## config.mk

```make
export PLATFORM = sky130hd
export DESIGN_NAME = camera_frame_path
export DESIGN_NICKNAME = d
export VERILOG_FILES = /design/src/common/pixel_pkg.sv /design/src/common/chunk_pkg.sv /design/src/common/axis_if.sv /design/src/hw/camera_frame_path.sv /design/src/hw/pixel_unstacker.sv /design/src/hw/chunk_fifo.sv /design/src/capture/pixel_stacker.sv /design/src/capture/camera_capture.sv
export VERILOG_INCLUDE_DIRS = /design/src /design/src/common
export SDC_FILE = /design/constraint.sdc
export NUM_CORES = 1
export LEC_CHECK = 0
export ABC_AREA = 1
export BUFFER_PORTS_ARGS = -buffer_cell sky130_fd_sc_hd__clkbuf_2
export CAP_MARGIN = 10
export CORE_AREA = 2 2 200 350
export CTS_BUF_LIST = sky130_fd_sc_hd__clkbuf_4 sky130_fd_sc_hd__clkbuf_8
export DETAILED_ROUTE_END_ITERATION = 7
export DIE_AREA = 0 0 202 352
export PLACE_DENSITY = 0.7
export SETUP_SLACK_MARGIN = 0.3
export SLEW_MARGIN = 0
export SYNTH_ARGS = -nofsm -noshare
export SYNTH_HDL_FRONTEND = slang
export SYNTH_SLANG_ARGS = --single-unit
```

## constraint.sdc

```tcl
create_clock -name clk_camera -period 8.4 [get_ports clk_camera]
set_clock_uncertainty 0.1 [all_clocks]
set_input_delay 1.68 -clock clk_camera [delete_from_list [all_inputs] [get_ports clk_camera]]
set_output_delay 1.68 -clock clk_camera [all_outputs]
set_load 0.05 [all_outputs]
```

## src/common/camera_consts.svh

```systemverilog
`ifndef CAMERA_CONSTS_SVH
`define CAMERA_CONSTS_SVH

// luminance sample width
`define PIXEL_W 8

// one chunk as stored and queued
`define CHUNK_W 128
`define CHUNK_PIXELS 16

// default sensor frame, 640x360 mode
`define FRAME_W 640
`define FRAME_H 360

// pixel position counters
`define HCOUNT_W 11
`define VCOUNT_W 10

// chunk queue entries
`define FIFO_DEPTH 4

// flops per camera pin before use
`define SYNC_STAGES 2

`endif
```

## src/common/pixel_pkg.sv

```systemverilog
`include "camera_consts.svh"

package pixel_pkg;

  // one 8-bit luminance sample from the camera
  typedef logic [`PIXEL_W-1:0] pixel_t;

  // column within a line
  typedef logic [`HCOUNT_W-1:0] hcount_t;

  // row within a frame
  typedef logic [`VCOUNT_W-1:0] vcount_t;

  // largest column and row the counters can hold
  localparam int HCOUNT_MAX = (1 << `HCOUNT_W) - 1;
  localparam int VCOUNT_MAX = (1 << `VCOUNT_W) - 1;

  // Frame sizes above these limits would wrap the counters.
  // The capture block compares against FRAME_W-1 and FRAME_H-1,
  // so both must stay within range.

endpackage

```

## src/common/chunk_pkg.sv

```systemverilog
`include "camera_consts.svh"

package chunk_pkg;

  import pixel_pkg::*;

  // lane 0 is the first pixel in time
  typedef pixel_t [`CHUNK_PIXELS-1:0] chunk_data_t;

  // 1..16 valid lanes, needs 5 bits
  typedef logic [$clog2(`CHUNK_PIXELS):0] lane_count_t;

  // data plus how many lanes hold real pixels
  // lanes at or above count are zero
  typedef struct packed {
    chunk_data_t data;
    lane_count_t count;
  } chunk_t;

  // full chunk width without the count field
  localparam int CHUNK_DATA_W = $bits(chunk_data_t);

endpackage

```

## src/common/axis_if.sv

```systemverilog
`timescale 1ns/1ps

// valid/ready/last stream link
// transfer on a clk_camera edge with tvalid and tready both high
interface axis_if #(
  parameter type payload_t = logic
) ();

  logic     tvalid;
  logic     tready;
  payload_t tdata;
  // final transfer of a frame
  logic     tlast;

  // producing side
  modport source (
    output tvalid, tdata, tlast,
    input  tready
  );

  // consuming side
  modport sink (
    input  tvalid, tdata, tlast,
    output tready
  );

endinterface

```

## src/hw/camera_frame_path.sv

```systemverilog
`timescale 1ns/1ps
`include "camera_consts.svh"

module camera_frame_path
  import pixel_pkg::*;
  import chunk_pkg::*;
#(
  parameter int FRAME_W = `FRAME_W,
  parameter int FRAME_H = `FRAME_H
) (
  input  logic   clk_camera,
  input  logic   recent_reset,
  // camera pins
  input  pixel_t camera_d_i,
  input  logic   cam_pclk_i,
  input  logic   cam_hsync_i,
  input  logic   cam_vsync_i,
  // pixel stream out
  input  logic   pix_tready_i,
  output logic   pix_tvalid_o,
  output pixel_t pix_tdata_o,
  output logic   pix_tlast_o,
  output logic   overflow_o
);

  // capture -> stacker -> queue -> unstacker
  axis_if #(.payload_t(pixel_t)) pix_in ();
  axis_if #(.payload_t(chunk_t)) chunk_in ();
  axis_if #(.payload_t(chunk_t)) chunk_out ();
  axis_if #(.payload_t(pixel_t)) pix_out ();

  camera_capture #(
    .FRAME_W(FRAME_W),
    .FRAME_H(FRAME_H)
  ) i_camera_capture (
    .clk_camera  (clk_camera),
    .recent_reset(recent_reset),
    .camera_d_i  (camera_d_i),
    .cam_pclk_i  (cam_pclk_i),
    .cam_hsync_i (cam_hsync_i),
    .cam_vsync_i (cam_vsync_i),
    .pix_o       (pix_in)
  );

  pixel_stacker i_pixel_stacker (
    .clk_camera  (clk_camera),
    .recent_reset(recent_reset),
    .pix_i       (pix_in),
    .chunk_o     (chunk_in),
    .overflow_o  (overflow_o)
  );

  chunk_fifo #(
    .payload_t(chunk_t),
    .DEPTH    (`FIFO_DEPTH)
  ) i_chunk_fifo (
    .clk_camera  (clk_camera),
    .recent_reset(recent_reset),
    .wr_i        (chunk_in),
    .rd_o        (chunk_out)
  );

  pixel_unstacker i_pixel_unstacker (
    .clk_camera  (clk_camera),
    .recent_reset(recent_reset),
    .chunk_i     (chunk_out),
    .pix_o       (pix_out)
  );

  // flatten the output stream onto plain ports
  assign pix_out.tready = pix_tready_i;
  assign pix_tvalid_o = pix_out.tvalid;
  assign pix_tdata_o = pix_out.tdata;
  assign pix_tlast_o = pix_out.tlast;

endmodule

```

## src/hw/pixel_unstacker.sv

```systemverilog
`timescale 1ns/1ps
`include "camera_consts.svh"

module pixel_unstacker
  import pixel_pkg::*;
  import chunk_pkg::*;
(
  input  logic   clk_camera,
  input  logic   recent_reset,
  axis_if.sink   chunk_i,
  axis_if.source pix_o
);

  localparam int LANE_W = $clog2(`CHUNK_PIXELS);

  // chunk being shifted out
  chunk_t held;
  logic held_last;
  logic busy;
  logic [LANE_W-1:0] lane_idx;
  logic last_lane;
  pixel_t lane_pix;

  assign lane_pix = held.data[lane_idx];
  // stop at the stored count, padding lanes never leave
  assign last_lane = (lane_count_t'(lane_idx) + lane_count_t'(1)) == held.count;
  assign pix_o.tvalid = busy;
  assign pix_o.tdata = lane_pix;
  assign pix_o.tlast = held_last && last_lane;
  // refill on the same cycle the final lane goes out
  assign chunk_i.tready = !busy || (pix_o.tready && last_lane);

  always_ff @(posedge clk_camera) begin
    if (recent_reset) begin
      busy <= 1'b0;
      lane_idx <= '0;
    end else if (chunk_i.tvalid && chunk_i.tready) begin
      busy <= 1'b1;
      lane_idx <= '0;
    end else if (pix_o.tvalid && pix_o.tready) begin
      if (last_lane) begin
        busy <= 1'b0;
      end else begin
        lane_idx <= lane_idx + 1'b1;
      end
    end
  end

  // payload, only loaded on a chunk transfer
  always_ff @(posedge clk_camera) begin
    if (chunk_i.tvalid && chunk_i.tready) begin
      held <= chunk_i.tdata;
      held_last <= chunk_i.tlast;
    end
  end

endmodule

```

## src/hw/chunk_fifo.sv

```systemverilog
`timescale 1ns/1ps
`include "camera_consts.svh"

module chunk_fifo #(
  parameter type payload_t = logic,
  parameter int  DEPTH     = `FIFO_DEPTH
) (
  input  logic   clk_camera,
  input  logic   recent_reset,
  axis_if.sink   wr_i,
  axis_if.source rd_o
);

  localparam int PTR_W = (DEPTH > 1) ? $clog2(DEPTH) : 1;
  localparam int CNT_W = $clog2(DEPTH + 1);

  // storage, tlast kept beside each entry
  payload_t mem [DEPTH];
  logic last_mem [DEPTH];
  logic [PTR_W-1:0] wr_ptr;
  logic [PTR_W-1:0] rd_ptr;
  logic [CNT_W-1:0] count;
  logic do_wr;
  logic do_rd;

  assign wr_i.tready = (count != CNT_W'(DEPTH));
  // head entry shown directly, first word fall-through
  assign rd_o.tvalid = (count != '0);
  assign rd_o.tdata = mem[rd_ptr];
  assign rd_o.tlast = last_mem[rd_ptr];
  assign do_wr = wr_i.tvalid && wr_i.tready;
  assign do_rd = rd_o.tvalid && rd_o.tready;

  always_ff @(posedge clk_camera) begin
    if (do_wr) begin
      mem[wr_ptr] <= wr_i.tdata;
      last_mem[wr_ptr] <= wr_i.tlast;
    end
  end

  always_ff @(posedge clk_camera) begin
    if (recent_reset) begin
      wr_ptr <= '0;
      rd_ptr <= '0;
      count <= '0;
    end else begin
      // wrap by compare, DEPTH need not be a power of two
      if (do_wr) begin
        wr_ptr <= (wr_ptr == PTR_W'(DEPTH - 1)) ? '0 : wr_ptr + 1'b1;
      end
      if (do_rd) begin
        rd_ptr <= (rd_ptr == PTR_W'(DEPTH - 1)) ? '0 : rd_ptr + 1'b1;
      end
      case ({do_wr, do_rd})
        2'b10:   count <= count + 1'b1;
        2'b01:   count <= count - 1'b1;
        default: count <= count;
      endcase
    end
  end

endmodule

```

## src/capture/pixel_stacker.sv

```systemverilog
`timescale 1ns/1ps
`include "camera_consts.svh"

module pixel_stacker
  import chunk_pkg::*;
(
  input  logic   clk_camera,
  input  logic   recent_reset,
  axis_if.sink   pix_i,
  axis_if.source chunk_o,
  output logic   overflow_o
);

  localparam int LANE_W = $clog2(`CHUNK_PIXELS);

  // lanes collected so far
  chunk_data_t asm_data;
  // assembly plus the incoming pixel, upper lanes zeroed
  chunk_data_t fill_data;
  logic [LANE_W-1:0] lane_idx;
  logic pix_take;
  logic chunk_done;
  logic out_blocked;

  // never stalls the camera
  assign pix_i.tready = 1'b1;
  assign pix_take = pix_i.tvalid && pix_i.tready;
  // full chunk or early flush on frame end
  assign chunk_done = pix_take &&
                      ((lane_idx == LANE_W'(`CHUNK_PIXELS - 1)) || pix_i.tlast);
  // previous chunk still waiting on the queue
  assign out_blocked = chunk_o.tvalid && !chunk_o.tready;

  always_comb begin
    fill_data = '0;
    for (int i = 0; i < `CHUNK_PIXELS; i++) begin
      if (i < int'(lane_idx)) begin
        fill_data[i] = asm_data[i];
      end else if (i == int'(lane_idx)) begin
        fill_data[i] = pix_i.tdata;
      end
    end
  end

  always_ff @(posedge clk_camera) begin
    if (pix_take) begin
      asm_data[lane_idx] <= pix_i.tdata;
    end
  end

  always_ff @(posedge clk_camera) begin
    if (recent_reset) begin
      lane_idx <= '0;
      chunk_o.tvalid <= 1'b0;
      overflow_o <= 1'b0;
    end else begin
      if (pix_take) begin
        lane_idx <= chunk_done ? '0 : lane_idx + 1'b1;
      end
      // new chunk dropped, flag sticks until reset
      if (chunk_done && out_blocked) begin
        overflow_o <= 1'b1;
      end else if (chunk_done) begin
        chunk_o.tvalid <= 1'b1;
      end else if (chunk_o.tvalid && chunk_o.tready) begin
        chunk_o.tvalid <= 1'b0;
      end
    end
  end

  // output register, loaded only when free or draining this cycle
  always_ff @(posedge clk_camera) begin
    if (chunk_done && !out_blocked) begin
      chunk_o.tdata.data <= fill_data;
      chunk_o.tdata.count <= lane_count_t'(lane_idx) + lane_count_t'(1);
      chunk_o.tlast <= pix_i.tlast;
    end
  end

endmodule

```

## src/capture/camera_capture.sv

```systemverilog
`timescale 1ns/1ps
`include "camera_consts.svh"

module camera_capture
  import pixel_pkg::*;
#(
  parameter int FRAME_W = `FRAME_W,
  parameter int FRAME_H = `FRAME_H
) (
  input  logic   clk_camera,
  input  logic   recent_reset,
  input  pixel_t camera_d_i,
  input  logic   cam_pclk_i,
  input  logic   cam_hsync_i,
  input  logic   cam_vsync_i,
  axis_if.source pix_o
);

  localparam int LAST = `SYNC_STAGES - 1;

  // synchronizer chains, oldest sample at index LAST
  pixel_t [`SYNC_STAGES-1:0] data_sync;
  logic [`SYNC_STAGES-1:0] pclk_sync;
  logic [`SYNC_STAGES-1:0] hsync_sync;
  logic [`SYNC_STAGES-1:0] vsync_sync;
  // one more stage for edge detection
  logic pclk_d;
  logic hsync_d;
  logic vsync_d;
  logic pclk_rise;
  logic hsync_fall;
  logic vsync_rise;
  logic pix_emit;
  logic at_frame_end;
  hcount_t hcount;
  vcount_t vcount;

  // data rides the same depth as pclk so it lines up with the edge
  always_ff @(posedge clk_camera) begin
    data_sync <= {data_sync[LAST-1:0], camera_d_i};
  end

  always_ff @(posedge clk_camera) begin
    if (recent_reset) begin
      pclk_sync <= '0;
      hsync_sync <= '0;
      vsync_sync <= '0;
      pclk_d <= 1'b0;
      hsync_d <= 1'b0;
      vsync_d <= 1'b0;
    end else begin
      pclk_sync <= {pclk_sync[LAST-1:0], cam_pclk_i};
      hsync_sync <= {hsync_sync[LAST-1:0], cam_hsync_i};
      vsync_sync <= {vsync_sync[LAST-1:0], cam_vsync_i};
      pclk_d <= pclk_sync[LAST];
      hsync_d <= hsync_sync[LAST];
      vsync_d <= vsync_sync[LAST];
    end
  end

  assign pclk_rise = pclk_sync[LAST] & ~pclk_d;
  assign hsync_fall = ~hsync_sync[LAST] & hsync_d;
  assign vsync_rise = vsync_sync[LAST] & ~vsync_d;
  // sample only inside an active line
  assign pix_emit = pclk_rise & hsync_sync[LAST] & ~vsync_rise;
  assign at_frame_end = (hcount == hcount_t'(FRAME_W - 1)) &&
                        (vcount == vcount_t'(FRAME_H - 1));

  // vsync wins over hsync, hsync over pixels
  always_ff @(posedge clk_camera) begin
    if (recent_reset) begin
      hcount <= '0;
      vcount <= '0;
    end else if (vsync_rise) begin
      hcount <= '0;
      vcount <= '0;
    end else if (hsync_fall) begin
      hcount <= '0;
      vcount <= vcount + 1'b1;
    end else if (pix_emit) begin
      hcount <= hcount + 1'b1;
    end
  end

  // single-cycle pulse per pixel
  always_ff @(posedge clk_camera) begin
    if (recent_reset) begin
      pix_o.tvalid <= 1'b0;
    end else begin
      pix_o.tvalid <= pix_emit;
    end
  end

  always_ff @(posedge clk_camera) begin
    if (pix_emit) begin
      pix_o.tdata <= data_sync[LAST];
      pix_o.tlast <= at_frame_end;
    end
  end

endmodule

```

==> impl_metrics.json, run 1 <==
{
  "worstSkewPairLatency_ns": 0.76,
  "hpwlAfterDp_mm": 53.3,
  "async_flop_share_pct": 0,
  "grt_setup_unrepaired": "no",
  "finalWirelength_mm": 86.5,
  "placement.io_buffers": 24,
  "placement_rows": 127,
  "layout.cells.most_common_list": "sky130_fd_sc_hd__edfxtp_1, sky130_fd_sc_hd__o21ai_0, sky130_fd_sc_hd__nor2_1",
  "grt_max_degree": 217,
  "layout.cells.most_common": "sky130_fd_sc_hd__edfxtp_1",
  "place.gp.congestion": 0.945,
  "netlist_instances": 2611,
  "seqPwrFrac_pct": 54.9,
  "num-nets-final": 2690,
  "floorplan.initialDensity_pct": 54.6,
  "seqCellArea_um2": 29300,
  "place_worst_setup_slack_ns": 4.16,
  "timing.hold.worst.class": "reg2reg",
  "remaining_drc_errors": 0,
  "ctsHoldBuffers": 0,
  "tritoncts.num_buffers": 138,
  "synthesis.yosys.warnings": 0,
  "yosys_register_bits": 998,
  "post_route_cells_drive_above_1_share_pct": 11.5,
  "tritoncts_clock_tree": "yes",
  "leakage_uw": 0.0126,
  "groute.usage.overall_pct": 24.5,
  "worst_path_max_delay_cell": "sky130_fd_sc_hd__dfxtp_2",
  "power_density_nw_per_um2": 277,
  "comb_power_share_pct": 13.2,
  "power_switching_uw": 3160,
  "first_global_vias": 21100,
  "drt-wirelength-per-cell_um": 23.5,
  "crit_path_required_time_ns": 6.62,
  "timing.setup.critical_path_class": "reg2out",
  "critical_path_arrival_ns": 3.18,
  "numClockSinks": 998,
  "netlist_area_um2": 37200,
  "critical-path-max-stage-delay_ns": 0.81,
  "status": "completed",
  "violation_count_after_the_first_detailed_route_iteration": 2229,
  "post-route-cell-area_um2": 40800,
  "postCtsSetupBuffers": 0,
  "clockBufferDepth": 3,
  "power_frac_clock_pct": 31.9,
  "mappedNetlistNets": 2639,
  "design.die.area_um2": 71100,
  "sequence_of_cells_on_the_critical_path": "inv_1, o211ai_1, o211ai_1, nand2_1, clkbuf_2",
  "timing.final.setup_violations": 0,
  "multi_input_comb_area_um2": 6810,
  "timing.critical_path.from_type": "flop",
  "power.switching_fraction_pct": 28.0,
  "postPlaceCellArea_um2": 38200,
  "fin_crit_sh_pct": 59.1,
  "finalNonFillerCells": 3676,
  "postLayoutCoreUtil_pct": 59.9,
  "ios": 25,
  "syn2layout_area_growth_pct": 9.68,
  "worst_ir_drop_vdd_uv": 193,
  "final_antenna_net_count": 0,
  "grt_remaining_overflow": 0,
  "post_cts_gate_resize_count": 0,
  "worstMarginPinSlew_ns": 1.20,
  "cts.reportedPaths.clkPinSlew_ns": 0.07,
  "post-route-min-period_ns": 4.96,
  "slew_violations": 0,
  "maxSlewHeadroom_pct": 19.6,
  "vias_per_cell": 5.86,
  "number_of_antenna_violations_at_the_first_check_in_global_routing": 2,
  "setup_ws_ns": 3.44,
  "cell_internal_pwr_uw": 8130,
  "die_w_um": 202,
  "most_repeated_library_cell_on_the_critical_path": "sky130_fd_sc_hd__o211ai_1",
  "dr_total_vias": 21500,
  "drt_pass1_iterations": 5,
  "yosysUniqueCellTypes": 44,
  "synthFlopType": "sky130_fd_sc_hd__edfxtp_1",
  "max_freq_mhz": 202,
  "syn_avg_cell_area_um2": 14.3,
  "critical_path.endpoint_type": "primary output",
  "maxCapViolCount": 0,
  "core-area_um2": 68200,
  "cts.htree.levels": 4,
  "tns_ns": 0,
  "cp_max_fo": 38,
  "global_route_wire_length_before_repair_mm": 128,
  "timing_hold_violations_final": 0,
  "edff_count_synth": 933,
  "instance_count_after_placement_with_tap_cells_included": 3425,
  "synth_seq_area_share_pct": 78.8,
  "die-height_um": 352,
  "layout.filler_cells": 5018,
  "clk_root_buffer_cell": "sky130_fd_sc_hd__clkbuf_8"
}
registers in the layout, indices dropped and copies added, names as in the netlist, 2 cells and up:
register,count
i_chunk_fifo.mem,532
i_camera_capture.data_sync,16
i_pixel_stacker.asm_data,120
i_chunk_fifo.rd_ptr,2
i_camera_capture.hcount,11
i_camera_capture.vsync_sync,2
i_chunk_fifo.last_mem,4
i_camera_capture.vcount,10
i_camera_capture.pix_o.tdata,8
i_pixel_stacker.chunk_o.tdata,133
i_chunk_fifo.count,3
i_chunk_fifo.wr_ptr,2
i_camera_capture.hsync_sync,2
i_pixel_unstacker.held,133
i_pixel_stacker.lane_idx,4
i_camera_capture.pclk_sync,2
i_pixel_unstacker.lane_idx,4
path summary, 6_finish.rpt:
| check | slack (ns) | from | end | cells after the start |
|---|---|---|---|---|
| worst min-delay path | 0.22 | i_camera_capture.data_sync[0] | i_camera_capture.data_sync[8] | 0 |
| worst max register to register | 4.09 | i_pixel_stacker.lane_idx[1] | i_pixel_stacker.chunk_o.tdata[16] | 7 |
| worst max-delay path | 3.44 | i_pixel_unstacker.lane_idx[1] | pix_tdata_o[4] | 5 |
| worst min register to register | 0.22 | i_camera_capture.data_sync[0] | i_camera_capture.data_sync[8] | 0 |
final cells by class:
cell class | count | area share (%)
clock inverter | 70 | 1.09
tap | 903 | 2.77
antenna | 2 | 0.0123
sequential | 998 | 71.8
multi-input combinational | 1334 | 16.7
timing repair buffer | 55 | 0.925
inverter | 135 | 1.28
clock buffer | 179 | 5.42
kinds of logic after synthesis:
| kind of cell | count (synthesis) | share of synthesized area, % |
|---|---|---|
| compound gates | 682 | 10.0 |
| xor+xnor | 6 | 0.141 |
| simple gates | 600 | 6.66 |
| mux | 32 | 0.860 |
| fa+ha+maj | 14 | 0.491 |
| flops | 998 | 78.8 |
| buf+inv | 279 | 3.09 |
power by group through the flow:
stage | combinational [µW] | sequential, µW | clock (µW)
after global routing | 1630 | 6200 | 3860
after CTS | 1490 | 6190 | 3660
final | 1490 | 6190 | 3610
after floorplan | 1030 | 6140 | 0
after detailed placement | 1480 | 6300 | 0
after global placement | 1440 | 6310 | 0
worst max-delay path, delay by kind of cell (launching register included):
kind / cells / cell delay (ns)
AND/OR/NAND/NOR: 1 / 0.17
AO/OA/AOI/OAI: 2 / 0.47
buffers and inverters: 2 / 0.95
flip-flops: 1 / 0.81
layer usage:
layer / vias up / global-route usage [%] / part of all wire, % / wire length (µm)
li1: 9767 / - / - / -
met1: 10600 / 29.6 / 37 / 31700
met2: 981 / 41.8 / 51 / 44400
met3: 200 / 3.77 / 6.6 / 5700
met4: 0 / 14.0 / 5.4 / 4710
met5: - / 0 / 0 / 0
cell usage after synthesis, types with 6 or more instances:
cell type	instances	share of area (%)
sky130_fd_sc_hd__a21oi_1	72	0.97
sky130_fd_sc_hd__inv_1	117	1.2
sky130_fd_sc_hd__nor2_1	347	3.5
sky130_fd_sc_hd__ha_1	13	0.44
sky130_fd_sc_hd__dfxtp_1	65	3.5
sky130_fd_sc_hd__o21ai_0	391	5.3
sky130_fd_sc_hd__o31ai_1	9	0.18
sky130_fd_sc_hd__buf_2	47	0.63
sky130_fd_sc_hd__buf_1	6	0.060
sky130_fd_sc_hd__nand4_1	9	0.15
sky130_fd_sc_hd__o211ai_1	32	0.65
sky130_fd_sc_hd__o21ai_1	20	0.27
sky130_fd_sc_hd__o22ai_1	150	2.5
sky130_fd_sc_hd__clkbuf_2	8	0.11
sky130_fd_sc_hd__mux2i_1	32	0.86
sky130_fd_sc_hd__edfxtp_1	933	75
sky130_fd_sc_hd__nand2_1	143	1.4
sky130_fd_sc_hd__clkbuf_1	77	0.78
sky130_fd_sc_hd__nand3_1	64	0.86
sky130_fd_sc_hd__inv_2	15	0.15
sky130_fd_sc_hd__nor3_1	13	0.17
through the flow:
step / hold WS [ns] / total power [µW]
global placement: 0.212 / 7750
floorplan: 0.210 / 7170
global route: 0.241 / 11700
CTS: 0.225 / 11300
finish: 0.224 / 11300
detailed placement: 0.212 / 7780
(Power assumes the default switching activity.)
==> run 2, diff against run 1 <==
--- a/config.mk
+++ b/config.mk
@@ -6,14 +6,14 @@
 export SDC_FILE = /design/constraint.sdc
 export NUM_CORES = 1
 export LEC_CHECK = 0
-export ABC_AREA = 1
+export ABC_AREA = 0
 export BUFFER_PORTS_ARGS = -buffer_cell sky130_fd_sc_hd__clkbuf_2
 export CAP_MARGIN = 10
-export CORE_AREA = 2 2 200 350
+export CORE_AREA = 2 2 200 349
 export CTS_BUF_LIST = sky130_fd_sc_hd__clkbuf_4 sky130_fd_sc_hd__clkbuf_8
 export DETAILED_ROUTE_END_ITERATION = 7
-export DIE_AREA = 0 0 202 352
-export PLACE_DENSITY = 0.7
+export DIE_AREA = 0 0 202 351
+export PLACE_DENSITY = 0.73
 export SETUP_SLACK_MARGIN = 0.3
 export SLEW_MARGIN = 0
 export SYNTH_ARGS = -nofsm -noshare
==> constraint.sdc (replaced) <==
create_clock -name clk_camera -period 4.01 [get_ports clk_camera]
set_clock_uncertainty 0.1 [all_clocks]
set_input_delay 0.802 -clock clk_camera [delete_from_list [all_inputs] [get_ports clk_camera]]
set_output_delay 0.802 -clock clk_camera [all_outputs]
set_load 0.05 [all_outputs]
==> run 2 against run 1 <==
Compared with the run above:
- power grew 97%
- global-route usage shrank 2.4 points
- cell count shrank 19%
==> impl_metrics.json, run 2 <==
{
  "yosys.area.top_type_share_pct": 75.7,
  "timing.setup.critical_path_class": "reg2out",
  "cts.htree.levels": 3,
  "slew_violations": 0,
  "top_regs": "i_chunk_fifo.mem (532), i_pixel_stacker.chunk_o.tdata (133), i_pixel_unstacker.held (133)",
  "num-nets-final": 1988,
  "grt_setup_unrepaired": "yes",
  "ctsHoldBuffers": 0,
  "violation_count_after_the_first_detailed_route_iteration": 1658,
  "netlist_instances": 1858,
  "max_flop_register": "i_chunk_fifo.mem",
  "synth_mux_area_share_pct": 11.2,
  "final_antenna_net_count": 0,
  "die-height_um": 351,
  "syn2layout_area_growth_pct": 10.4,
  "worstMarginPinSlew_ns": 1.10,
  "post-route-min-period_ns": 3.66,
  "worst_ir_drop_vdd_uv": 966,
  "seqPwrFrac_pct": 56.3,
  "tritoncts_clock_tree": "yes",
  "xor_xnor_fraction_of_synth_area_pct": 0.686,
  "ios": 25,
  "design.die.area_um2": 70900,
  "place_worst_setup_slack_ns": 0.589,
  "comb_power_share_pct": 12.6,
  "die_w_um": 202,
  "synthAdderAreaFrac_pct": 0.521,
  "timing_hold_violations_final": 0,
  "whs_path_depth": 1,
  "yosysUniqueCellTypes": 53,
  "global_route.usage.met1_pct": 26.6,
  "clockBufferDepth": 3,
  "drt-wirelength-per-cell_um": 26.0,
  "worstSkewPairLatency_ns": 0.75,
  "synthFlopType": "sky130_fd_sc_hd__edfxtp_1",
  "status": "completed",
  "syn_avg_cell_area_um2": 19.9,
  "postLayoutCoreUtil_pct": 60.0,
  "groute.usage.overall_pct": 22.1,
  "layout.cells.most_common_list": "sky130_fd_sc_hd__edfxtp_1, sky130_fd_sc_hd__mux4_2, sky130_fd_sc_hd__clkbuf_8",
  "netlist_area_um2": 37000,
  "cts.reportedPaths.clkPinSlew_ns": 0.07,
  "core-area_um2": 68200,
  "numClockSinks": 998,
  "cp_max_fo": 11,
  "hpwlAfterDp_mm": 45.6,
  "first_global_vias": 18200,
  "largest_register_ffs": 532,
  "timing.final.setup_violations": 0,
  "top_usage_layer": "met2",
  "max_freq_mhz": 273,
  "synthesis.yosys.warnings": 0,
  "layout.cells.most_common": "sky130_fd_sc_hd__edfxtp_1",
  "floorplan.initialDensity_pct": 54.3,
  "critical_path.endpoint_type": "primary output",
  "dr_total_vias": 17600,
  "grt_remaining_overflow": 0,
  "power_density_nw_per_um2": 544,
  "power.switching_fraction_pct": 24.2,
  "mappedNetlistNets": 1886,
  "grt_max_degree": 135,
  "post_route_cells_drive_above_1_share_pct": 23.0,
  "place.gp.congestion": 0.831,
  "global_route_wire_length_before_repair_mm": 114,
  "critical_path_arrival_ns": 2.76,
  "remaining_drc_errors": 0,
  "ff2ff_path_depth": 12,
  "synth_compound_area_share_pct": 2.99,
  "async_flop_share_pct": 0,
  "yosys_register_bits": 998,
  "use_met3_pct": 3.23,
  "number_of_antenna_violations_at_the_first_check_in_global_routing": 3,
  "synth_seq_area_share_pct": 79.2,
  "finalWirelength_mm": 77.1,
  "tritoncts.num_buffers": 121,
  "crit_path_required_time_ns": 3.11,
  "grtUsageMet2_pct": 39.3,
  "clk_root_buffer_cell": "sky130_fd_sc_hd__clkbuf_8",
  "yosys.cell_count.top_type": "sky130_fd_sc_hd__edfxtp_1",
  "setup_ws_ns": 0.346,
  "edff_count_synth": 933,
  "power_frac_clock_pct": 31.1,
  "timing.critical_path.from_type": "flop",
  "maxCapViolCount": 0,
  "maxSlewHeadroom_pct": 26.4,
  "leakage_uw": 0.0126,
  "placement_rows": 127,
  "drt_pass1_iterations": 5,
  "timing.hold.worst.class": "in2reg",
  "placement.io_buffers": 24,
  "yosys.area_share.simple_pct": 4.09,
  "yosys-top-cells-count": "sky130_fd_sc_hd__edfxtp_1, sky130_fd_sc_hd__mux4_2, sky130_fd_sc_hd__nand2_1",
  "cell_internal_pwr_uw": 16900,
  "fin_crit_sh_pct": 91.4,
  "yosysTopAreaCell": "sky130_fd_sc_hd__edfxtp_1",
  "power_switching_uw": 5380,
  "dominant_combinational_cell_family_by_area_after_synthesis": "multiplexers",
  "post_synth_main_area_contributors": "sky130_fd_sc_hd__edfxtp_1, sky130_fd_sc_hd__mux4_2, sky130_fd_sc_hd__dfxtp_1",
  "vias_per_cell": 5.94,
  "tns_ns": 0,
  "postCtsSetupBuffers": 0
}
==> run 2: final cells by class <==
| cell class | count | area (µm²) |
|---|---|---|
| antenna | 2 | 5.00 |
| clock buffer | 147 | 1860 |
| clock inverter | 77 | 489 |
| fill | 4742 | 27300 |
| inverter | 20 | 80.1 |
| multi-input combinational | 738 | 7240 |
| sequential | 998 | 29300 |
| tap | 903 | 1130 |
| timing repair buffer | 81 | 748 |
==> run 2: path summary, 6_finish.rpt <==
| check | start | slack [ns] | end |
|---|---|---|---|
| worst min-delay path | camera_d_i[0] | 0.06 | i_camera_capture.data_sync[0] |
| worst max register to register | i_pixel_unstacker.lane_idx[1] | 0.67 | i_chunk_fifo.count[2] |
| worst min register to register | i_camera_capture.data_sync[4] | 0.22 | i_camera_capture.data_sync[12] |
| worst max-delay path | i_pixel_unstacker.lane_idx[0] | 0.35 | pix_tdata_o[3] |
==> run 2: layer usage <==
metal | up-vias | wire length, µm
met1 | 9109 | 27600
met2 | 748 | 41000
met5 | - | 0
met4 | 0 | 3290
met3 | 175 | 5120
li1 | 7598 | -
==> run 2: kinds of logic (layout without fill, tap and decap cells) <==
group,count (synthesis),count (layout)
compound gates,174,174
xor+xnor,29,29
fa+ha+maj,15,15
buf+inv,122,325
flops,998,998
mux,195,195
other cells,0,2
simple gates,325,325
==> run 2: power groups by stage <==
stage          Clock [µW]  Combinational, µW  Sequential [µW]
2_1_floorplan           0               2160            12500
3_3_place_gp            0               2790            12700
3_5_place_dp            0               2840            12700
4_1_cts              7030               2870            12500
5_1_grt              7410               3010            12600
6_report             6910               2810            12500
==> run 2: stage by stage <==
step / std cells / total power (µW) / cell area, µm² / hold WS (ns)
2_1_floorplan: 1858 / 14700 / 37000 / 0.210
3_3_place_gp: 2739 / 15500 / 38500 / 0.213
3_5_place_dp: 2739 / 15600 / 38500 / 0.220
4_1_cts: 2964 / 22400 / 40900 / 0.0261
5_1_grt: 2965 / 23000 / 40900 / 0.0516
6_report: 2966 / 22200 / 40900 / 0.0637
==> run 2: what timing repair did <==
item                                    in CTS  in global routing
endpoints found under the hold margin        0                  0
cloned                                       1                  0
gates resized for setup                     10                  3
endpoints found under the setup margin       8                  4
==> run 2: critical path, cell delays in order (launching register included) <==
cell,delay [ns]
sky130_fd_sc_hd__dfxtp_4,0.41
sky130_fd_sc_hd__bufbuf_16,0.33
sky130_fd_sc_hd__mux4_2,0.50
sky130_fd_sc_hd__mux4_2,0.57
sky130_fd_sc_hd__clkbuf_8,0.22
